`config.mk`:
```
export PLATFORM = sky130hd
export DESIGN_NAME = eva_xlate_top
export DESIGN_NICKNAME = d
export VERILOG_FILES = /design/src/hdl/eva_pkg.sv /design/src/hdl/npa_if.sv /design/src/hdl/dram_hash.sv /design/src/hdl/eva_to_npa.sv /design/src/hdl/xlate_cfg.sv /design/src/hdl/npa_req_stage.sv /design/src/hdl/eva_xlate_top.sv
export SDC_FILE = /design/constraint.sdc
export NUM_CORES = 1
export LEC_CHECK = 0
export BUFFER_PORTS_ARGS = -buffer_cell sky130_fd_sc_hd__buf_2
export CAP_MARGIN = 5
export CORE_ASPECT_RATIO = 1.25
export CORE_UTILIZATION = 50
export CTS_CLUSTER_DIAMETER = 80
export DETAILED_ROUTE_END_ITERATION = 10
export GPL_ROUTABILITY_DRIVEN = 0
export PLACE_DENSITY = 0.91
export SETUP_SLACK_MARGIN = 0.3
export SKIP_CTS_REPAIR_TIMING = 1
export SLEW_MARGIN = 20
export SYNTH_ARGS = -nofsm -noshare
export SYNTH_HDL_FRONTEND = slang
export SYNTH_SLANG_ARGS = --single-unit
export TNS_END_PERCENT = 1
```
`constraint.sdc`:
```
create_clock -name clk_i -period 3.8 [get_ports clk_i]
set_input_delay 0.76 -clock clk_i [delete_from_list [all_inputs] [get_ports clk_i]]
set_output_delay 0.76 -clock clk_i [all_outputs]
set_load 0.02 [all_outputs]
```
`src/hdl/eva_pkg.sv`:
```
// eva_pkg: address widths, field layouts, overflow range and the eva_u union
package eva_pkg;

  // address and coordinate widths
  localparam int eva_width_lp    = 32;   // byte address from the core
  localparam int epa_width_lp    = 28;   // endpoint word address
  localparam int x_cord_width_lp = 7;
  localparam int y_cord_width_lp = 6;
  localparam int pod_x_width_lp  = 3;
  localparam int pod_y_width_lp  = 3;
  localparam int x_sub_width_lp  = 4;    // 16 tiles across
  localparam int y_sub_width_lp  = 3;    // 8 tiles down

  // field layouts
  localparam int vcache_block_words_lp   = 8;
  localparam int global_epa_width_lp     = 15;
  localparam int tile_group_epa_width_lp = 14;

  // dmem region, word addresses in tile-group space
  localparam logic [tile_group_epa_width_lp-1:0] dmem_epa_mask_lp = 14'h03FF;
  localparam logic [tile_group_epa_width_lp-1:0] overflow_lo_lp   = 14'h0100;
  localparam logic [tile_group_epa_width_lp-1:0] overflow_hi_lp   = 14'h04FF;

  // config word: {pod_y, pod_x, tgo_y, tgo_x}, low to high
  localparam int cfg_width_lp = 13;

  // dram striping, derived from the layout above
  localparam int block_offset_width_lp = $clog2(vcache_block_words_lp);
  localparam int dram_word_width_lp    = eva_width_lp - 3;  // drop bit 31 and byte offset
  // word bits left above offset, column and north/south select
  localparam int dram_upper_width_lp   =
      dram_word_width_lp - block_offset_width_lp - x_sub_width_lp - 1;

  // global view: 01 at the top, coordinates are absolute
  typedef struct packed {
    logic [1:0]                     remote;
    logic [y_cord_width_lp-1:0]     y_cord;
    logic [x_cord_width_lp-1:0]     x_cord;
    logic [global_epa_width_lp-1:0] addr;     // word address
    logic [1:0]                     byte_ofs;
  } global_addr_t;

  // tile-group view: 001 at the top, coordinates relative to the origin
  typedef struct packed {
    logic [2:0]                         remote;
    logic [y_cord_width_lp-1:0]         y_cord;
    logic [x_cord_width_lp-1:0]         x_cord;
    logic [tile_group_epa_width_lp-1:0] addr;
    logic [1:0]                         byte_ofs;
  } tile_group_addr_t;

  // one eva, two decodings
  typedef union packed {
    global_addr_t     global_v;
    tile_group_addr_t tile_group_v;
  } eva_u;

endpackage

```
`src/hdl/npa_if.sv`:
```
// npa_if: one network physical address (x, y, epa, invalid) with source and sink modports
`timescale 1ns/1ps

interface npa_if;
  import eva_pkg::*;

  logic [x_cord_width_lp-1:0] x_cord;   // global x
  logic [y_cord_width_lp-1:0] y_cord;   // global y
  logic [epa_width_lp-1:0]    epa;      // word address at the endpoint
  logic                       invalid;  // eva maps to nothing remote

  // producer side, hash or translator
  modport source (
    output x_cord,
    output y_cord,
    output epa,
    output invalid
  );

  // consumer side
  modport sink (
    input x_cord,
    input y_cord,
    input epa,
    input invalid
  );

endinterface

```
`src/hdl/dram_hash.sv`:
```
// dram_hash: stripes a dram eva across the north and south vcache rows by cache block
`timescale 1ns/1ps

module dram_hash (
  input  eva_pkg::eva_u                      eva_i,
  input  logic [eva_pkg::pod_x_width_lp-1:0] pod_x_i,
  input  logic [eva_pkg::pod_y_width_lp-1:0] pod_y_i,
  npa_if.source                              npa
);
  import eva_pkg::*;

  logic [dram_word_width_lp-1:0]    word_addr;   // eva[30:2]
  logic [block_offset_width_lp-1:0] block_ofs;   // word inside the block
  logic [x_sub_width_lp-1:0]        vcache_col;  // which vcache in the row
  logic                             is_south;    // 0 north, 1 south
  logic [dram_upper_width_lp-1:0]   upper_addr;  // block index inside one vcache
  logic [pod_y_width_lp-1:0]        row_pod_y;
  logic [y_sub_width_lp-1:0]        row_sub_y;

  // bit 31 only tags the space, drop it with the byte offset
  assign word_addr = eva_i[eva_width_lp-2:2];

  // word address fields, low to high: offset, column, row, rest
  assign block_ofs  = word_addr[block_offset_width_lp-1:0];
  assign vcache_col = word_addr[block_offset_width_lp +: x_sub_width_lp];
  assign is_south   = word_addr[block_offset_width_lp + x_sub_width_lp];
  assign upper_addr = word_addr[dram_word_width_lp-1 -: dram_upper_width_lp];

  // vcache rows sit one pod above and one pod below
  always_comb begin
    if (is_south) begin
      row_pod_y = pod_y_i + 1'b1;
      row_sub_y = '0;  // first tile row of the pod below
    end else begin
      row_pod_y = pod_y_i - 1'b1;
      row_sub_y = '1;  // last tile row of the pod above
    end
  end

  // columns line up with the tile columns of this pod
  assign npa.x_cord = {pod_x_i, vcache_col};
  assign npa.y_cord = {row_pod_y, row_sub_y};

  // block index and offset packed back together, zero extended
  assign npa.epa = {
    {(epa_width_lp-dram_upper_width_lp-block_offset_width_lp){1'b0}},
    upper_addr,
    block_ofs
  };

  // every dram address lands somewhere
  assign npa.invalid = 1'b0;

endmodule

```
`src/hdl/eva_to_npa.sv`:
```
// eva_to_npa: classifies an eva and picks the dram, global, tile-group or overflow mapping
`timescale 1ns/1ps

module eva_to_npa (
  input  eva_pkg::eva_u                      eva_i,
  input  logic [eva_pkg::x_sub_width_lp-1:0] tgo_x_i,  // tile-group origin x
  input  logic [eva_pkg::y_sub_width_lp-1:0] tgo_y_i,  // tile-group origin y
  input  logic [eva_pkg::pod_x_width_lp-1:0] pod_x_i,
  input  logic [eva_pkg::pod_y_width_lp-1:0] pod_y_i,
  npa_if.source                              npa
);
  import eva_pkg::*;

  eva_u                               ovf_eva;      // same eva, bit 31 forced on
  logic                               is_dram;
  logic                               is_global;
  logic                               is_tile_group;
  logic                               in_overflow;
  logic [tile_group_epa_width_lp-1:0] tg_addr;
  logic [x_sub_width_lp-1:0]          tg_x_sub;    // wraps mod 16
  logic [y_sub_width_lp-1:0]          tg_y_sub;    // wraps mod 8

  npa_if dram_npa ();  // plain dram hash result
  npa_if ovf_npa ();   // overflowed dmem hash result

  // address kind from the top bits
  assign is_dram       = eva_i[eva_width_lp-1];
  assign is_global     = eva_i.global_v.remote == 2'b01;
  assign is_tile_group = eva_i.tile_group_v.remote == 3'b001;

  // dmem words past the local range spill into dram
  assign tg_addr     = eva_i.tile_group_v.addr;
  assign in_overflow = (tg_addr >= overflow_lo_lp) && (tg_addr <= overflow_hi_lp);
  assign ovf_eva     = {1'b1, eva_i[eva_width_lp-2:0]};

  // relative coordinates, origin added inside the pod
  assign tg_x_sub = eva_i.tile_group_v.x_cord[x_sub_width_lp-1:0] + tgo_x_i;
  assign tg_y_sub = eva_i.tile_group_v.y_cord[y_sub_width_lp-1:0] + tgo_y_i;

  dram_hash dram_hash_u (
    .eva_i   (eva_i),
    .pod_x_i (pod_x_i),
    .pod_y_i (pod_y_i),
    .npa     (dram_npa)
  );

  dram_hash overflow_hash_u (
    .eva_i   (ovf_eva),
    .pod_x_i (pod_x_i),
    .pod_y_i (pod_y_i),
    .npa     (ovf_npa)
  );

  // priority: dram, global, overflow, tile-group, else invalid
  always_comb begin
    npa.x_cord  = '0;
    npa.y_cord  = '0;
    npa.epa     = '0;
    npa.invalid = 1'b0;
    if (is_dram) begin
      npa.x_cord = dram_npa.x_cord;
      npa.y_cord = dram_npa.y_cord;
      npa.epa    = dram_npa.epa;
    end else if (is_global) begin
      // coordinates and word address sit in the eva as is
      npa.x_cord = eva_i.global_v.x_cord;
      npa.y_cord = eva_i.global_v.y_cord;
      npa.epa    = {{(epa_width_lp-global_epa_width_lp){1'b0}}, eva_i.global_v.addr};
    end else if (is_tile_group && in_overflow) begin
      npa.x_cord = ovf_npa.x_cord;
      npa.y_cord = ovf_npa.y_cord;
      npa.epa    = ovf_npa.epa;
    end else if (is_tile_group) begin
      npa.x_cord = {pod_x_i, tg_x_sub};
      npa.y_cord = {pod_y_i, tg_y_sub};
      // keep it inside the physical dmem
      npa.epa    = {{(epa_width_lp-tile_group_epa_width_lp){1'b0}}, tg_addr & dmem_epa_mask_lp};
    end else begin
      npa.invalid = 1'b1;  // outputs stay at zero
    end
  end

endmodule

```
`src/hdl/xlate_cfg.sv`:
```
// xlate_cfg: tile-group origin and pod coordinate registers loaded from one config word
`timescale 1ns/1ps

module xlate_cfg (
  input  logic                               clk_i,
  input  logic                               rst_i,
  input  logic                               cfg_we_i,
  input  logic [eva_pkg::cfg_width_lp-1:0]   cfg_data_i,
  output logic [eva_pkg::x_sub_width_lp-1:0] tgo_x_o,
  output logic [eva_pkg::y_sub_width_lp-1:0] tgo_y_o,
  output logic [eva_pkg::pod_x_width_lp-1:0] pod_x_o,
  output logic [eva_pkg::pod_y_width_lp-1:0] pod_y_o
);
  import eva_pkg::*;

  // field lsbs inside the config word
  localparam int tgo_y_lsb_lp = x_sub_width_lp;
  localparam int pod_x_lsb_lp = tgo_y_lsb_lp + y_sub_width_lp;
  localparam int pod_y_lsb_lp = pod_x_lsb_lp + pod_x_width_lp;

  // new values show up the cycle after the write
  always_ff @(posedge clk_i) begin
    if (rst_i) begin
      tgo_x_o <= '0;
      tgo_y_o <= '0;
      pod_x_o <= '0;
      pod_y_o <= '0;
    end else if (cfg_we_i) begin
      tgo_x_o <= cfg_data_i[x_sub_width_lp-1:0];
      tgo_y_o <= cfg_data_i[tgo_y_lsb_lp +: y_sub_width_lp];
      pod_x_o <= cfg_data_i[pod_x_lsb_lp +: pod_x_width_lp];
      pod_y_o <= cfg_data_i[pod_y_lsb_lp +: pod_y_width_lp];  // top of the word
    end
  end

endmodule

```
`src/hdl/npa_req_stage.sv`:
```
// npa_req_stage: captures the translated npa on each request and pulses the response strobe
`timescale 1ns/1ps

module npa_req_stage (
  input  logic                                clk_i,
  input  logic                                rst_i,
  input  logic                                req_v_i,
  npa_if.sink                                 npa,
  output logic                                resp_v_o,
  output logic [eva_pkg::x_cord_width_lp-1:0] x_cord_o,
  output logic [eva_pkg::y_cord_width_lp-1:0] y_cord_o,
  output logic [eva_pkg::epa_width_lp-1:0]    epa_o,
  output logic                                invalid_o
);

  // one-cycle strobe, one response per request
  always_ff @(posedge clk_i) begin
    if (rst_i) begin
      resp_v_o <= 1'b0;
    end else begin
      resp_v_o <= req_v_i;  // back-to-back requests keep it high
    end
  end

  // translation sampled with the request, held until the next one
  always_ff @(posedge clk_i) begin
    if (rst_i) begin
      x_cord_o  <= '0;
      y_cord_o  <= '0;
      epa_o     <= '0;
      invalid_o <= 1'b0;
    end else if (req_v_i) begin
      x_cord_o  <= npa.x_cord;
      y_cord_o  <= npa.y_cord;
      epa_o     <= npa.epa;
      invalid_o <= npa.invalid;
    end
  end

endmodule

```
`src/hdl/eva_xlate_top.sv`:
```
// eva_xlate_top: config registers, eva to npa translator and registered response stage
`timescale 1ns/1ps

module eva_xlate_top (
  input  logic                                clk_i,
  input  logic                                rst_i,
  input  logic                                cfg_we_i,
  input  logic [eva_pkg::cfg_width_lp-1:0]    cfg_data_i,
  input  logic                                req_v_i,
  input  logic [eva_pkg::eva_width_lp-1:0]    eva_i,   // byte address
  output logic                                resp_v_o,
  output logic [eva_pkg::x_cord_width_lp-1:0] x_cord_o,
  output logic [eva_pkg::y_cord_width_lp-1:0] y_cord_o,
  output logic [eva_pkg::epa_width_lp-1:0]    epa_o,
  output logic                                invalid_o
);
  import eva_pkg::*;

  eva_u                      eva;    // raw bits seen through the union
  logic [x_sub_width_lp-1:0] tgo_x;
  logic [y_sub_width_lp-1:0] tgo_y;
  logic [pod_x_width_lp-1:0] pod_x;
  logic [pod_y_width_lp-1:0] pod_y;

  npa_if xlate_npa ();  // translator to output stage

  assign eva = eva_i;

  xlate_cfg cfg_u (
    .clk_i      (clk_i),
    .rst_i      (rst_i),
    .cfg_we_i   (cfg_we_i),
    .cfg_data_i (cfg_data_i),
    .tgo_x_o    (tgo_x),
    .tgo_y_o    (tgo_y),
    .pod_x_o    (pod_x),
    .pod_y_o    (pod_y)
  );

  // combinational, same cycle as the request
  eva_to_npa xlate_u (
    .eva_i   (eva),
    .tgo_x_i (tgo_x),
    .tgo_y_i (tgo_y),
    .pod_x_i (pod_x),
    .pod_y_i (pod_y),
    .npa     (xlate_npa)
  );

  npa_req_stage req_stage_u (
    .clk_i     (clk_i),
    .rst_i     (rst_i),
    .req_v_i   (req_v_i),
    .npa       (xlate_npa),
    .resp_v_o  (resp_v_o),
    .x_cord_o  (x_cord_o),
    .y_cord_o  (y_cord_o),
    .epa_o     (epa_o),
    .invalid_o (invalid_o)
  );

endmodule

```
==> metrics.yaml <==
run_status:
  outcome: "complete, no violations"
grt:
  antenna_found_initial: 0
  grt_pass1_wl_um: 9890
  grt_max_degree: 53
  grt_pass1_vias: 2150
  track_usage_pct: 23.9
  grt_overflow: 0
placement:
  dpl.hpwl_um: 4510
  port_buffers: 85
  dpl-instance-area_um2: 2940
  dp_slack_ns: 1.27
synth:
  synth_compound_area_share_pct: 23.3
  synthSimpleGateAreaFrac_pct: 17.2
  synthFlopType: "dfxtp_1"
  synth_top_family_by_area: "compound AO/OA/AOI/OAI gates"
  synthCells: 293
  seq_area_frac_synth_pct: 40.7
  synthMuxAreaShare_pct: 5.48
  async_flop_share_pct: 0
  syn_area_um2: 2560
  ys_types: 42
  yosys_warnings: 0
  avgSynthCellArea_um2: 8.73
  synth_fa_ha_area_share_pct: 4.30
  synth_xor_area_share_pct: 2.05
  ys_ff_latch: 52
  synth-edff-count: 0
setup_path:
  r2r_start: "cfg_u.tgo_y_o[0]$_SDFFE_PP0P_"
  reg2reg_to: "req_stage_u.y_cord_o[2]$_SDFFE_PP0P_"
  path_max_fanout: 20
  worst-endpoint-required_ns: 4.01
  reg2reg_depth: 7
  arrival_ns: 2.49
  start_kind: "input port"
  cp-end-kind: "flop"
  critPathLaunch: "eva_i[13]"
  critPathKind: "input port to flop"
  endpoint: "req_stage_u.y_cord_o[5]$_SDFFE_PP0P_"
  r2r_slack_ns: 2.12
route:
  first_iter_violations: 181
  vias_per_cell: 5.74
  routedWlPerCell_um: 14.7
  first_pass_iters: 4
  wirelength_um: 6200
  vias: 2415
  ant_nets: 0
  drc: 0
clock_network:
  cts_root_buffer: "clkbuf_8"
  ctsHtreeMaxLevel: 2
  clk_pin_slew_worst_paths_ns: 0.09
  cts_buffers: 5
  numClockSinks: 52
  clk_path_buf_depth: 2
  cts_tree: "yes"
  clk_latency_ns: 0.31
timing:
  rsz0062_at_grt: "false"
  slew-limit-headroom_pct: 40.2
  holdWs_ns: 0.470
  fin_skew_ns: 0.00511
  slew_violations: 0
  setup_viol: 0
  finalHoldViolCount: 0
  fin_ws_ns: 1.52
  fmax_mhz: 438
  final.setup.tns_ns: 0
  period_needed_ns: 2.28
  worstMarginPinSlew_ns: 0.897
  post-route-period-util_pct: 60.1
floorplan:
  start_util_pct: 52.9
  ioPinCount: 92
  rows: 28
  die-height_um: 82.0
  die_x_um: 66.0
  dieArea_um2: 5410
  core-area_um2: 4830
hold_path:
  hp-class: "flop to flop"
  hold_depth: 2
power:
  p_sw_share_pct: 28.6
  seq_power_share_pct: 51.2
  intPower_mw: 0.834
  power_mw: 1.17
  netSwitchingPower_mw: 0.334
  max-vdd-ir-drop_v: 0.000199
  p_leak_nw: 1.37
  pwr-share-clk_pct: 28.4
  power_density_nw_per_um2: 384
  pwr-share-comb_pct: 20.3
finish:
  fin_nets: 417
  final_common_cell: "buf_2"
  fin_area_um2: 3040
  n_antenna_cell: 0
  syn_to_final_growth_pct: 18.9
  drive_above_1_share_pct: 27.1
  final_cell_mix: "85 x buf_2, 52 x dfxtp_1, 37 x nor2_1, 16 x nand2_1"
flow_run:
  maxCapViolations: 0
==> worst min-delay path by stage <==
stage | endpoint | from | slack (ns)
final | req_stage_u.epa_o[15]$_SDFFE_PP0P_ | req_stage_u.epa_o[15]$_SDFFE_PP0P_ | 0.47
after global routing | req_stage_u.epa_o[17]$_SDFFE_PP0P_ | req_stage_u.epa_o[17]$_SDFFE_PP0P_ | 0.50
after CTS | req_stage_u.epa_o[15]$_SDFFE_PP0P_ | req_stage_u.epa_o[15]$_SDFFE_PP0P_ | 0.47
after detailed placement | req_stage_u.epa_o[15]$_SDFFE_PP0P_ | req_stage_u.epa_o[15]$_SDFFE_PP0P_ | 0.46
after global placement | req_stage_u.epa_o[19]$_SDFFE_PP0P_ | req_stage_u.epa_o[19]$_SDFFE_PP0P_ | 0.45
after floorplan | cfg_u.pod_y_o[2]$_SDFFE_PP0P_ | cfg_u.pod_y_o[2]$_SDFFE_PP0P_ | 0.46
==> power by group through the flow <==
stage / Combinational [mW] / Clock (mW) / Sequential [mW]
after global placement: 0.229 / 0 / 0.609
after detailed placement: 0.234 / 0 / 0.610
after CTS: 0.235 / 0.343 / 0.598
after global routing: 0.261 / 0.360 / 0.602
final: 0.238 / 0.332 / 0.598
after floorplan: 0.129 / 0 / 0.640
==> sequential cells by signal, summed over array words and instances, names as in the netlist <==
register	count
cfg_u.tgo_y_o	3
req_stage_u.y_cord_o	6
cfg_u.pod_y_o	3
cfg_u.tgo_x_o	4
req_stage_u.x_cord_o	7
cfg_u.pod_x_o	3
req_stage_u.epa_o	24
req_stage_u.invalid_o	1
req_stage_u.resp_v_o	1
==> worst max-delay path, stage by stage <==
cell and delay (ns):
buf_2 0.12, nor3_2 0.39, a41o_1 0.70, o211ai_1 0.20, a311oi_1 0.32
==> cells in the mapped netlist, types with 5 or more instances <==
library cell,instances,share of area (%)
clkbuf_1,16,2.3
a211oi_1,9,2.6
nor2_1,37,5.4
a22oi_1,8,2.3
inv_1,11,1.6
dfxtp_1,52,41
buf_4,6,1.8
mux2i_1,14,5.5
nor2b_1,7,1.7
a21oi_1,13,2.5
nand3_1,14,2.7
nand2_1,16,2.3
a311oi_1,10,3.4
nand2b_1,10,2.4
o21ai_0,13,2.5
buf_2,5,0.98
o21bai_1,5,1.5
==> routing by layer <==
layer | GRT usage [%] | share of wire [%] | up-vias
met5 | 0 | 0 | -
met4 | 13.6 | 3.5 | 0
met3 | 3.89 | 6.2 | 18
met2 | 37.8 | 49 | 105
met1 | 30.8 | 41 | 1124
li1 | - | - | 1168
==> metrics by stage <==
step | cells | util [%]
floorplan | 296 | -
global placement | 414 | 60.9
detailed placement | 414 | 60.9
CTS | 421 | 62.9
global route | 421 | 62.9
finish | 421 | 62.9
==> logic make-up (layout without fill, tap and decap cells) <==
kind of cell             after synthesis  in the layout
AO/OA/AOI/OAI                         82             82
multiplexers                          14             14
flip-flops                            52             52
buffers and inverters                 39            104
XOR/XNOR                               6              6
AND/OR/NAND/NOR                       92             92
other                                  1              4
adder cells (fa/ha/maj)                7              7
==> cell type report <==
type                    instances  area, µm²
clock buffers                   7       96.3
fillers                       428       1790
inverters                      11       41.3
multi-input cells             205       1360
flip-flops and latches         52       1040
well taps                      60       75.1
repair buffers                 86        433
Power figures use the tool's default switching activity.
